===== src/logic/burst_split_pkg.sv =====
// Burst splitter shared types

package burst_split_pkg;

  // ----------------------------------------
  // AXI field types
  // ----------------------------------------

  // Burst length, encoded as beats minus one
  typedef logic [7:0] len_t;

  // Log2 of the bytes in one transfer
  typedef logic [2:0] size_t;

  typedef logic [1:0] burst_t;

  typedef logic [1:0] resp_t;

  // ----------------------------------------
  // Encodings
  // ----------------------------------------

  localparam burst_t BURST_FIXED = 2'b00;
  localparam burst_t BURST_INCR  = 2'b01;

  localparam resp_t RESP_OKAY   = 2'b00;
  localparam resp_t RESP_SLVERR = 2'b10;

  // ----------------------------------------
  // Beat bookkeeping
  // ----------------------------------------

  // Beats still owed by one burst, 1 up to 256
  typedef logic [8:0] cnt_t;

endpackage


===== src/logic/ax_if.sv =====
// AXI address channel

`timescale 1ns/1ns

interface ax_if #(
  parameter int ADDR_WIDTH = 32,
  parameter int ID_WIDTH   = 4
) ();
  import burst_split_pkg::*;

  logic [ADDR_WIDTH-1:0] addr;
  logic [ID_WIDTH-1:0]   id;
  len_t                  len;
  size_t                 size;
  burst_t                burst;
  logic                  valid;
  logic                  ready;

  // Sender side drives the request, receiver answers with ready
  modport up_mp (
    output addr, id, len, size, burst, valid,
    input  ready
  );

  modport down_mp (
    input  addr, id, len, size, burst, valid,
    output ready
  );

endinterface


===== src/logic/beat_count_fifo.sv =====
// Beat count FIFO

`timescale 1ns/1ns

module beat_count_fifo #(
  parameter int MAX_TXNS = 4
) (
  input  logic                  clk_i,
  input  logic                  rst_n_i,
  input  logic                  push_i,
  input  burst_split_pkg::cnt_t push_cnt_i,
  output logic                  full_o,
  output logic                  head_valid_o,
  output logic                  head_last_o,
  input  logic                  beat_done_i
);
  import burst_split_pkg::*;

  localparam int PTR_W = (MAX_TXNS > 1) ? $clog2(MAX_TXNS) : 1;
  localparam int CNT_W = $clog2(MAX_TXNS + 1);

  cnt_t             mem [MAX_TXNS];
  logic [PTR_W-1:0] wr_ptr;
  logic [PTR_W-1:0] rd_ptr;
  logic [CNT_W-1:0] used;
  logic             do_push;
  logic             do_dec;
  logic             do_pop;

  // Circular pointer step
  function automatic logic [PTR_W-1:0] next_ptr(input logic [PTR_W-1:0] ptr);
    if (ptr == PTR_W'(MAX_TXNS - 1)) begin
      return '0;
    end
    return ptr + 1'b1;
  endfunction

  assign full_o       = (used == CNT_W'(MAX_TXNS));
  assign head_valid_o = (used != '0);
  assign head_last_o  = head_valid_o && (mem[rd_ptr] == cnt_t'(1));

  assign do_push = push_i && !full_o;
  assign do_dec  = beat_done_i && head_valid_o;
  // Head retires on its final beat
  assign do_pop  = do_dec && head_last_o;

  // ----------------------------------------
  // Pointers and fill level
  // ----------------------------------------
  always_ff @(posedge clk_i) begin
    if (!rst_n_i) begin
      wr_ptr <= '0;
      rd_ptr <= '0;
      used   <= '0;
    end else begin
      if (do_push) begin
        wr_ptr <= next_ptr(wr_ptr);
      end
      if (do_pop) begin
        rd_ptr <= next_ptr(rd_ptr);
      end
      case ({do_push, do_pop})
        2'b10:   used <= used + 1'b1;
        2'b01:   used <= used - 1'b1;
        default: used <= used;
      endcase
    end
  end

  // ----------------------------------------
  // Count storage
  // ----------------------------------------
  // Write slot never equals the head while the head is live
  always_ff @(posedge clk_i) begin
    if (do_push) begin
      mem[wr_ptr] <= push_cnt_i;
    end
    if (do_dec && !do_pop) begin
      mem[rd_ptr] <= mem[rd_ptr] - 1'b1;
    end
  end

endmodule


===== src/logic/ax_splitter.sv =====
// Address burst splitter

`timescale 1ns/1ns

module ax_splitter #(
  parameter int ADDR_WIDTH = 32,
  parameter int ID_WIDTH   = 4,
  parameter int MAX_TXNS   = 4
) (
  input  logic  clk_i,
  input  logic  rst_n_i,
  ax_if.down_mp up,
  ax_if.up_mp   down,
  output logic  head_valid_o,
  output logic  head_last_o,
  input  logic  beat_done_i
);
  import burst_split_pkg::*;

  typedef enum logic {ST_IDLE, ST_BUSY} state_t;

  state_t                state_q;
  logic [ADDR_WIDTH-1:0] addr_q;
  logic [ID_WIDTH-1:0]   id_q;
  len_t                  len_q;
  size_t                 size_q;
  burst_t                burst_q;

  logic [ADDR_WIDTH-1:0] cur_addr;
  logic [ID_WIDTH-1:0]   cur_id;
  len_t                  cur_len;
  size_t                 cur_size;
  burst_t                cur_burst;
  logic [ADDR_WIDTH-1:0] next_addr;
  cnt_t                  push_cnt;
  logic                  fifo_full;
  logic                  accept;
  logic                  fire;
  logic                  last_beat;

  beat_count_fifo #(
    .MAX_TXNS (MAX_TXNS)
  ) u_cnt_fifo (
    .clk_i        (clk_i),
    .rst_n_i      (rst_n_i),
    .push_i       (accept),
    .push_cnt_i   (push_cnt),
    .full_o       (fifo_full),
    .head_valid_o (head_valid_o),
    .head_last_o  (head_last_o),
    .beat_done_i  (beat_done_i)
  );

  assign push_cnt = {1'b0, up.len} + 9'd1;

  // ----------------------------------------
  // Current beat
  // ----------------------------------------
  // First beat comes straight from upstream, the rest from the held burst
  always_comb begin
    if (state_q == ST_IDLE) begin
      cur_addr  = up.addr;
      cur_id    = up.id;
      cur_len   = up.len;
      cur_size  = up.size;
      cur_burst = up.burst;
    end else begin
      cur_addr  = addr_q;
      cur_id    = id_q;
      cur_len   = len_q;
      cur_size  = size_q;
      cur_burst = burst_q;
    end
  end

  // FIXED and anything not INCR keep the address
  assign next_addr = (cur_burst == BURST_INCR) ?
                     cur_addr + (ADDR_WIDTH'(1) << cur_size) : cur_addr;

  assign up.ready   = (state_q == ST_IDLE) && !fifo_full;
  assign accept     = (state_q == ST_IDLE) && up.valid && !fifo_full;

  assign down.valid = (state_q == ST_BUSY) || accept;
  assign down.addr  = cur_addr;
  assign down.id    = cur_id;
  assign down.len   = '0;
  assign down.size  = cur_size;
  assign down.burst = cur_burst;

  assign fire      = down.valid && down.ready;
  assign last_beat = fire && (cur_len == '0);

  always_ff @(posedge clk_i) begin
    if (!rst_n_i) begin
      state_q <= ST_IDLE;
    end else if (accept && !last_beat) begin
      state_q <= ST_BUSY;
    end else if ((state_q == ST_BUSY) && last_beat) begin
      state_q <= ST_IDLE;
    end
  end

  // Remaining beats and the address of the next one
  always_ff @(posedge clk_i) begin
    if (accept || ((state_q == ST_BUSY) && fire)) begin
      id_q    <= cur_id;
      size_q  <= cur_size;
      burst_q <= cur_burst;
      if (fire) begin
        addr_q <= next_addr;
        len_q  <= cur_len - 1'b1;
      end else begin
        addr_q <= cur_addr;
        len_q  <= cur_len;
      end
    end
  end

endmodule


===== src/logic/b_merge.sv =====
// Write response merge

`timescale 1ns/1ns

module b_merge (
  input  logic                   clk_i,
  input  logic                   rst_n_i,
  input  logic                   m_b_valid_i,
  input  burst_split_pkg::resp_t m_b_resp_i,
  output logic                   m_b_ready_o,
  output logic                   s_b_valid_o,
  output burst_split_pkg::resp_t s_b_resp_o,
  input  logic                   s_b_ready_i,
  input  logic                   head_valid_i,
  input  logic                   head_last_i,
  output logic                   beat_done_o
);
  import burst_split_pkg::*;

  logic absorb;
  logic err_q;
  logic m_fire;
  logic s_fire;

  // Inner beats of a burst never reach upstream
  assign absorb = head_valid_i && !head_last_i;

  // ----------------------------------------
  // Handshakes
  // ----------------------------------------
  assign m_b_ready_o = absorb ? 1'b1 : s_b_ready_i;
  assign s_b_valid_o = m_b_valid_i && !absorb;
  assign s_b_resp_o  = err_q ? RESP_SLVERR : m_b_resp_i;

  assign m_fire      = m_b_valid_i && m_b_ready_o;
  assign s_fire      = s_b_valid_o && s_b_ready_i;
  assign beat_done_o = m_fire;

  // ----------------------------------------
  // Sticky error of the current burst
  // ----------------------------------------
  always_ff @(posedge clk_i) begin
    if (!rst_n_i) begin
      err_q <= 1'b0;
    end else if (s_fire) begin
      err_q <= 1'b0;
    end else if (m_fire && absorb && (m_b_resp_i == RESP_SLVERR)) begin
      err_q <= 1'b1;
    end
  end

endmodule


===== src/logic/burst_splitter_top.sv =====
// AXI burst splitter

`timescale 1ns/1ns

module burst_splitter_top #(
  parameter int ADDR_WIDTH = 32,
  parameter int ID_WIDTH   = 4,
  parameter int DATA_WIDTH = 32,
  parameter int MAX_TXNS   = 4
) (
  input  logic                    clk_i,
  input  logic                    rst_n_i,
  // Slave side
  input  logic [ADDR_WIDTH-1:0]   s_ar_addr_i,
  input  logic [ID_WIDTH-1:0]     s_ar_id_i,
  input  burst_split_pkg::len_t   s_ar_len_i,
  input  burst_split_pkg::size_t  s_ar_size_i,
  input  burst_split_pkg::burst_t s_ar_burst_i,
  input  logic                    s_ar_valid_i,
  output logic                    s_ar_ready_o,
  input  logic [ADDR_WIDTH-1:0]   s_aw_addr_i,
  input  logic [ID_WIDTH-1:0]     s_aw_id_i,
  input  burst_split_pkg::len_t   s_aw_len_i,
  input  burst_split_pkg::size_t  s_aw_size_i,
  input  burst_split_pkg::burst_t s_aw_burst_i,
  input  logic                    s_aw_valid_i,
  output logic                    s_aw_ready_o,
  input  logic [DATA_WIDTH-1:0]   s_w_data_i,
  input  logic [DATA_WIDTH/8-1:0] s_w_strb_i,
  input  logic                    s_w_valid_i,
  output logic                    s_w_ready_o,
  output logic [DATA_WIDTH-1:0]   s_r_data_o,
  output logic [ID_WIDTH-1:0]     s_r_id_o,
  output burst_split_pkg::resp_t  s_r_resp_o,
  output logic                    s_r_last_o,
  output logic                    s_r_valid_o,
  input  logic                    s_r_ready_i,
  output logic [ID_WIDTH-1:0]     s_b_id_o,
  output burst_split_pkg::resp_t  s_b_resp_o,
  output logic                    s_b_valid_o,
  input  logic                    s_b_ready_i,
  // Master side
  output logic [ADDR_WIDTH-1:0]   m_ar_addr_o,
  output logic [ID_WIDTH-1:0]     m_ar_id_o,
  output burst_split_pkg::len_t   m_ar_len_o,
  output burst_split_pkg::size_t  m_ar_size_o,
  output burst_split_pkg::burst_t m_ar_burst_o,
  output logic                    m_ar_valid_o,
  input  logic                    m_ar_ready_i,
  output logic [ADDR_WIDTH-1:0]   m_aw_addr_o,
  output logic [ID_WIDTH-1:0]     m_aw_id_o,
  output burst_split_pkg::len_t   m_aw_len_o,
  output burst_split_pkg::size_t  m_aw_size_o,
  output burst_split_pkg::burst_t m_aw_burst_o,
  output logic                    m_aw_valid_o,
  input  logic                    m_aw_ready_i,
  output logic [DATA_WIDTH-1:0]   m_w_data_o,
  output logic [DATA_WIDTH/8-1:0] m_w_strb_o,
  output logic                    m_w_last_o,
  output logic                    m_w_valid_o,
  input  logic                    m_w_ready_i,
  input  logic [DATA_WIDTH-1:0]   m_r_data_i,
  input  logic [ID_WIDTH-1:0]     m_r_id_i,
  input  burst_split_pkg::resp_t  m_r_resp_i,
  input  logic                    m_r_last_i,
  input  logic                    m_r_valid_i,
  output logic                    m_r_ready_o,
  input  logic [ID_WIDTH-1:0]     m_b_id_i,
  input  burst_split_pkg::resp_t  m_b_resp_i,
  input  logic                    m_b_valid_i,
  output logic                    m_b_ready_o
);

  logic r_head_valid;
  logic r_head_last;
  logic r_beat_done;
  logic b_head_valid;
  logic b_head_last;
  logic b_beat_done;

  ax_if #(.ADDR_WIDTH(ADDR_WIDTH), .ID_WIDTH(ID_WIDTH)) u_s_ar_if ();
  ax_if #(.ADDR_WIDTH(ADDR_WIDTH), .ID_WIDTH(ID_WIDTH)) u_s_aw_if ();
  ax_if #(.ADDR_WIDTH(ADDR_WIDTH), .ID_WIDTH(ID_WIDTH)) u_m_ar_if ();
  ax_if #(.ADDR_WIDTH(ADDR_WIDTH), .ID_WIDTH(ID_WIDTH)) u_m_aw_if ();

  // ----------------------------------------
  // Address channels onto interfaces
  // ----------------------------------------
  assign u_s_ar_if.addr  = s_ar_addr_i;
  assign u_s_ar_if.id    = s_ar_id_i;
  assign u_s_ar_if.len   = s_ar_len_i;
  assign u_s_ar_if.size  = s_ar_size_i;
  assign u_s_ar_if.burst = s_ar_burst_i;
  assign u_s_ar_if.valid = s_ar_valid_i;
  assign s_ar_ready_o    = u_s_ar_if.ready;

  assign u_s_aw_if.addr  = s_aw_addr_i;
  assign u_s_aw_if.id    = s_aw_id_i;
  assign u_s_aw_if.len   = s_aw_len_i;
  assign u_s_aw_if.size  = s_aw_size_i;
  assign u_s_aw_if.burst = s_aw_burst_i;
  assign u_s_aw_if.valid = s_aw_valid_i;
  assign s_aw_ready_o    = u_s_aw_if.ready;

  assign m_ar_addr_o     = u_m_ar_if.addr;
  assign m_ar_id_o       = u_m_ar_if.id;
  assign m_ar_len_o      = u_m_ar_if.len;
  assign m_ar_size_o     = u_m_ar_if.size;
  assign m_ar_burst_o    = u_m_ar_if.burst;
  assign m_ar_valid_o    = u_m_ar_if.valid;
  assign u_m_ar_if.ready = m_ar_ready_i;

  assign m_aw_addr_o     = u_m_aw_if.addr;
  assign m_aw_id_o       = u_m_aw_if.id;
  assign m_aw_len_o      = u_m_aw_if.len;
  assign m_aw_size_o     = u_m_aw_if.size;
  assign m_aw_burst_o    = u_m_aw_if.burst;
  assign m_aw_valid_o    = u_m_aw_if.valid;
  assign u_m_aw_if.ready = m_aw_ready_i;

  ax_splitter #(
    .ADDR_WIDTH (ADDR_WIDTH),
    .ID_WIDTH   (ID_WIDTH),
    .MAX_TXNS   (MAX_TXNS)
  ) u_ar_split (
    .clk_i        (clk_i),
    .rst_n_i      (rst_n_i),
    .up           (u_s_ar_if.down_mp),
    .down         (u_m_ar_if.up_mp),
    .head_valid_o (r_head_valid),
    .head_last_o  (r_head_last),
    .beat_done_i  (r_beat_done)
  );

  ax_splitter #(
    .ADDR_WIDTH (ADDR_WIDTH),
    .ID_WIDTH   (ID_WIDTH),
    .MAX_TXNS   (MAX_TXNS)
  ) u_aw_split (
    .clk_i        (clk_i),
    .rst_n_i      (rst_n_i),
    .up           (u_s_aw_if.down_mp),
    .down         (u_m_aw_if.up_mp),
    .head_valid_o (b_head_valid),
    .head_last_o  (b_head_last),
    .beat_done_i  (b_beat_done)
  );

  // ----------------------------------------
  // W path
  // ----------------------------------------
  // Every downstream write is a single beat
  assign m_w_data_o  = s_w_data_i;
  assign m_w_strb_o  = s_w_strb_i;
  assign m_w_last_o  = 1'b1;
  assign m_w_valid_o = s_w_valid_i;
  assign s_w_ready_o = m_w_ready_i;

  // ----------------------------------------
  // R path
  // ----------------------------------------
  assign s_r_data_o  = m_r_data_i;
  assign s_r_id_o    = m_r_id_i;
  assign s_r_resp_o  = m_r_resp_i;
  assign s_r_valid_o = m_r_valid_i;
  assign m_r_ready_o = s_r_ready_i;
  // Without a tracked burst the downstream last is kept
  assign s_r_last_o  = r_head_valid ? r_head_last : m_r_last_i;
  assign r_beat_done = m_r_valid_i && s_r_ready_i;

  // ----------------------------------------
  // B path
  // ----------------------------------------
  assign s_b_id_o = m_b_id_i;

  b_merge u_b_merge (
    .clk_i        (clk_i),
    .rst_n_i      (rst_n_i),
    .m_b_valid_i  (m_b_valid_i),
    .m_b_resp_i   (m_b_resp_i),
    .m_b_ready_o  (m_b_ready_o),
    .s_b_valid_o  (s_b_valid_o),
    .s_b_resp_o   (s_b_resp_o),
    .s_b_ready_i  (s_b_ready_i),
    .head_valid_i (b_head_valid),
    .head_last_i  (b_head_last),
    .beat_done_o  (b_beat_done)
  );

endmodule


===== config.mk =====
export PLATFORM = sky130hd
export DESIGN_NAME = burst_splitter_top
export DESIGN_NICKNAME = d
export VERILOG_FILES = /design/src/logic/burst_split_pkg.sv /design/src/logic/ax_if.sv /design/src/logic/beat_count_fifo.sv /design/src/logic/ax_splitter.sv /design/src/logic/b_merge.sv /design/src/logic/burst_splitter_top.sv
export SDC_FILE = /design/constraint.sdc
export NUM_CORES = 1
export LEC_CHECK = 0
export ABC_AREA = 1
export BUFFER_PORTS_ARGS = -buffer_cell sky130_fd_sc_hd__clkbuf_2
export CORE_MARGIN = 2
export CORE_UTILIZATION = 50
export DETAILED_ROUTE_END_ITERATION = 10
export PLACE_DENSITY = 0.84
export REMOVE_ABC_BUFFERS = 1
export SETUP_SLACK_MARGIN = 0.5
export SYNTH_ARGS = -nofsm -noshare
export SYNTH_HDL_FRONTEND = slang
export SYNTH_SLANG_ARGS = --single-unit

===== constraint.sdc =====
create_clock -name clk_i -period 3.8 [get_ports clk_i]
set_input_delay 0.19 -clock clk_i [delete_from_list [all_inputs] [get_ports clk_i]]
set_output_delay 0.19 -clock clk_i [all_outputs]
set_load 0.01 [all_outputs]

==> flow_summary.ini, run 1 <==
[status]
outcome = finished, final reports clean

[timing]
period_needed_ns = 3.04
rsz0062_at_grt = no
max_slew.worst_pin.slew_ns = 0.753
hold_violations = 0
relSlewSlack_pct = 49.6
fmax_mhz = 329
period_share_pct = 80.1
finalMaxSlewViolations = 0
setup-violations-final = 0
skew_ns = 0.0168
timing.final.ws_setup_ns = 0.757

[clock_tree]
cts-buffers-inserted = 17
path_clk_slew_ns = 0.07
clk_latency_ns = 0.44
cts_max_level = 4
cts_buffer_depth = 2
cts_tree = done
root_buffer = clkbuf_16
cts.sink_count = 191

[synth]
synth_warnings = 0
ys_seq_area_share_pct = 41.1
synth_top_area_cell = edfxtp_1
synth_edf_count = 170
synth_cell_types = 53
synthFlopType = edfxtp_1
syn_area_um2 = 13400
synthArstFlopShare_pct = 0
ys_seq_elements = 191
netlist_instances = 1660
synth.area.top_cells = edfxtp_1 38%, nand2_1 15%, buf_4 5.7%
postSynthAreaPerCell_um2 = 8.09
synth_top_cell_area_share_pct = 38.0

[global_route]
grt_max_degree = 58
antenna_found_initial = 0
grt_pass1_vias = 10900
grt_use_total_pct = 28.3
grt_pass1_wl_um = 60900
overflow = 0

[final_layout]
layout.area.seq_um2 = 5540
diodes = 0
final_net_count = 2007
final_util_pct = 55.7
multiInputGateArea_um2 = 6230
syn_to_final_growth_pct = 8.66
fillers = 2342
drive_gt1_share_pct = 21.8

[die]
core_um2 = 26200
die_h_um = 168
fp-row-count = 59
initial_core_util_pct = 51.2
die_area_um2 = 28200
die_w_um = 168
io_pins = 381

[placement]
dp_hpwl_um = 31200
port_buffers = 203
post-place-ws_ns = 0.552
place_congestion = 0.922

[routing]
routed_via_density = 5.32
drt-total-wl_um = 40400
wl_per_cell_um = 19.1
initialDrtViolationCount = 839
vias = 11300
first_pass_iters = 7
drc = 0
antenna_left = 0

[job]
cap_violations = 0

[setup_path]
end_kind = flip-flop
cpMostUsedCell = nand2_1
path_max_fanout = 57
startpoint_type = flip-flop
critPathSlowestCell = buf_4
slowest_delay_ns = 0.55
crit_arrival_ns = 3.23
critical_path_class = flip-flop to flip-flop
path_cells = buf_4 -> nand2_1 -> nand2_1 -> ha_1 -> fa_1 -> nand3_1 -> nand2_1 -> nand2_1 -> a21oi_2 -> nand3_2 -> nor2_2 -> nand2_1 -> nand2_1 -> nand2_1
critical_path_required_ns = 3.99

[pwr]
leakagePower_nw = 6.76
power_density_nw_per_um2 = 402
ir_worst_vdd_mv = 0.266

[worst_hold_path]
hold_path.class = input pin to flip-flop
-- layer usage --
metal,track usage [%],share of wire [%]
met2,42.8,43
met3,20.8,17
met1,31.0,37
met5,8.17,0.77
met4,7.49,2.0
-- report_power, final --
| group | total, W | switching (W) | internal, W |
|---|---|---|---|
| Clock | 0.00188 | 0.000885 | 0.000997 |
| Sequential | 0.00259 | 0.0000588 | 0.00253 |
| Combinational | 0.00140 | 0.000943 | 0.000458 |
| Total | 0.00587 | 0.00189 | 0.00398 |
-- path summary, 6_finish.rpt --
| check | cells after the start | startpoint | endpoint | slack [ns] |
|---|---|---|---|---|
| setup / recovery | 14 | u_aw_split.state_q | u_aw_split.addr_q[30] | 0.76 |
| hold / removal | 4 | s_b_ready_i | u_b_merge.err_q | 0.01 |
| hold reg to reg | 2 | u_b_merge.err_q | u_b_merge.err_q | 0.48 |
| setup reg to reg | 14 | u_aw_split.state_q | u_aw_split.addr_q[30] | 0.76 |
-- sequential cells by signal, indices dropped and copies added, names as in the netlist, 3 cells and up, named ones only --
name and cells:
u_ar_split.addr_q 32, u_ar_split.id_q 4, u_ar_split.len_q 8, u_ar_split.size_q 3
u_ar_split.u_cnt_fifo.mem 36, u_ar_split.u_cnt_fifo.used 3, u_aw_split.addr_q 32, u_aw_split.id_q 4
u_aw_split.len_q 8, u_aw_split.size_q 3, u_aw_split.u_cnt_fifo.mem 36, u_aw_split.u_cnt_fifo.used 3
-- cell families after synthesis --
| group | share of synthesized area [%] |
|---|---|
| AND/OR/NAND/NOR | 28.3 |
| buffers and inverters | 13.2 |
| flip-flops | 41.1 |
| AO/OA/AOI/OAI | 7.31 |
| XOR/XNOR | 5.15 |
| adder cells (fa/ha/maj) | 4.51 |
| multiplexers | 0.326 |
| other | 0.0559 |
-- cell type report --
type                    count  share of cell area, %
multi-input cells        1165                   42.7
clock buffers              17                   2.92
well taps                 335                   2.87
clock inverters            14                   1.19
inverters                 180                   4.73
repair buffers            215                   7.62
flip-flops and latches    191                   38.0
-- worst max-delay path: cells and delay by family, from the launching register on --
kind            cells  cell delay (ns)
simple gates       10             1.17
buf+inv             1             0.55
flops               1             0.43
fa+ha+maj           2             0.43
compound gates      1             0.22
-- what timing repair did --
action / in CTS / in global routing
endpoints found under the hold margin: 1 / 0
gates resized for setup: 0 / 20
hold buffers: 1 / 0
setup endpoints to repair: 0 / 28
setup buffers: 0 / 2
-- through the flow --
stage               instance area (um^2)  hold WS, ns  total power [W]  instances  setup TNS, ns
finish                             14600       0.0131          0.00587       2117              0
detailed placement                 13900        0.380          0.00400       2083              0
floorplan                          12400        0.313          0.00355       1536         -12.34
CTS                                14500      0.00258          0.00586       2115              0
global route                       14600      0.00697          0.00615       2117              0
global placement                   13900        0.380          0.00396       2083              0
-- synth_stat cells, drive strengths merged, types with 2 or more instances --
library cell	instances
clkinv	2
nand2	559
a31oi	9
ha	42
nand4	16
nor3	17
inv	178
buf	134
fa	4
o21ai	123
xor2	60
edfxtp	170
and2	2
nor4	6
nand3	85
mux2i	4
o21a	4
dfxtp	21
clkbuf	5
a21oi	32
a211oi	3
nor2	124
conb	2
xnor2	19
or2	29
nor3b	3
-- cell usage in the layout, fill, tap and decap left out, drive strengths merged, types with 5 or more instances in the layout --
cell type    n
nor3        17
conb        17
nor2       124
inv        186
nand4       16
edfxtp     170
a31oi        9
o21ai      123
clkinv       5
buf         11
nor4         6
xnor2       19
a21oi       32
ha          42
nand3       85
xor2        60
dfxtp       21
nand2      559
clkbuf     220
or2         29
Power figures use the tool's default switching activity.
==> run 2, diff against run 1 <==
Clock period 3.8 ns to 3 ns, I/O delays scaled along.
==> flow_summary.ini, run 2 (synthesis results as in run 1) <==
[status]
outcome = finished, final reports clean

[timing]
setup-violations-final = 0
rsz0062_at_grt = yes
relSlewSlack_pct = 48.6
fmax_mhz = 372
finalMaxSlewViolations = 0
skew_ns = 0.0209
period_needed_ns = 2.69
max_slew.worst_pin.slew_ns = 0.762
period_share_pct = 89.5
hold_violations = 0

[clock_tree]
cts_max_level = 4
cts_tree = done
cts.sink_count = 191
cts_buffer_depth = 2
cts-buffers-inserted = 17
root_buffer = clkbuf_16
path_clk_slew_ns = 0.08
clk_latency_ns = 0.44

[setup_path]
path_delay_family = simple AND/OR/NAND/NOR gates
startpoint_type = flip-flop
path_max_fanout = 29
critPathSlowestCell = dfxtp_4
critical_path_required_ns = 3.19
path_cells = buf_12 -> o21ai_4 -> buf_12 -> nand2_4 -> nor2_4 -> ha_4 -> nand2_1 -> nand2_1 -> a21oi_1 -> nand2_2 -> nand2_2 -> nand2_4 -> nand3_4 -> nor2_4 -> buf_4 -> nand3_1 -> nand2_1
critical_path_buf_inv_count = 3
r2r_setup_slack_ns = 0.31
end_kind = flip-flop
critical_path_class = flip-flop to flip-flop
crit_arrival_ns = 2.87
slowest_delay_ns = 0.38
cpMostUsedCell = nand2_1

[routing]
drc = 0
drt-total-wl_um = 43700
initialDrtViolationCount = 975
antenna_left = 0
first_pass_iters = 7
wl_per_cell_um = 19.5
routed_via_density = 5.39
vias = 12100

[global_route]
busiest_layer = met2
grt_pass1_wl_um = 62900
antenna_found_initial = 0
grt_util_met2_pct = 44.3
overflow = 0
grt_use_total_pct = 29.2
grtUsageMet1_pct = 31.9
grt_max_degree = 50
grt_util_met3_pct = 20.1
grt_pass1_vias = 11300

[placement]
port_buffers = 203
place_congestion = 0.965
dpl_cell_area_um2 = 14200
dp_hpwl_um = 31400

[die]
io_pins = 381
core_um2 = 26200
die_h_um = 168
initial_core_util_pct = 51.2
die_w_um = 168
die_area_um2 = 28200
fp-row-count = 59

[pwr]
ir_worst_vdd_mv = 0.295
power_density_nw_per_um2 = 477
p_total_w = 0.00785
leakagePower_nw = 7.46

[final_layout]
diodes = 0
reg_top3 = u_ar_split.u_cnt_fifo.mem: 36 flops, u_aw_split.u_cnt_fifo.mem: 36 flops
design_area_um2 = 16500
final_common_cell = nand2_1
fillers = 2037
final_cell_mix = 487 x nand2_1, 202 x clkbuf_2, 170 x edfxtp_1, 146 x inv_1, 104 x buf_4
drive_gt1_share_pct = 33.2
final_net_count = 2128
syn_to_final_growth_pct = 22.7

[worst_hold_path]
hold_path.class = input pin to flip-flop

[job]
cap_violations = 0
==> run 2: cell types whose count changed in the layout (fill, tap and decap cells not counted), sizes merged <==
cell         delta
inv             -4
buf           +117
bufbuf          +1
clkinv          +3
bufinv          -1
dlygate4sd3     +4
clkinvlp        +2
==> run 2: layer usage <==
metal | share of wire [%] | wire (um)
met2 | 44 | 19400
met1 | 36 | 15600
met3 | 16 | 6820
met4 | 3.1 | 1330
met5 | 1.1 | 502
==> run 2: stage by stage <==
stage | utilization, % | std cells | setup WS (ns) | TNS, ns | hold WS, ns
floorplan | - | 1536 | -1.30 | -64.27 | 0.273
global placement | 54.2 | 2114 | 0.128 | 0 | 0.300
detailed placement | 54.2 | 2114 | 0.0704 | 0 | 0.300
CTS | 59.7 | 2207 | 0.395 | 0 | 0.00318
global route | 62.9 | 2239 | 0.219 | 0 | 0.0202
finish | 62.9 | 2239 | 0.315 | 0 | 0.0218
==> run 2: path summary, 6_finish.rpt <==
path,startpoint,to,depth (start not counted)
setup reg to reg,u_ar_split.state_q,u_ar_split.addr_q[21],17
setup / recovery,u_ar_split.state_q,u_ar_split.addr_q[21],17
hold / removal,s_aw_id_i[3],u_aw_split.id_q[3],3
hold reg to reg,u_b_merge.err_q,u_b_merge.err_q,2
==> run 2: cell type report <==
class | count | area (um^2) | area share (%)
Clock buffer | 18 | 429 | 2.61
Clock inverter | 14 | 173 | 1.05
Inverter | 180 | 727 | 4.41
Multi-Input combinational cell | 1165 | 6960 | 42.3
Sequential cell | 191 | 5540 | 33.7
Tap cell | 335 | 419 | 2.54
Timing Repair Buffer | 336 | 2220 | 13.5
==> run 2: power breakdown <==
group | switching [W] | total, W | internal (W)
logic | 0.00139 | 0.00223 | 0.000841
registers | 0.0000696 | 0.00327 | 0.00320
clock network | 0.00116 | 0.00236 | 0.00120
total | 0.00261 | 0.00785 | 0.00524
==> run 2: timing repair <==
item / 4_1_cts / 5_1_grt
setup endpoints to repair: 145 / 111
setup buffers: 55 / 32
hold buffers: 5 / 0
cloned: 1 / 0
hold endpoints to repair: 3 / 0
gates resized for setup: 116 / 130
pin swaps: 57 / 72
==> run 2: worst min-delay path, delay by kind of cell <==
kind,cells,cell delay (ns)
buffers and inverters,1,0.08
and+or+nand+nor,2,0.10
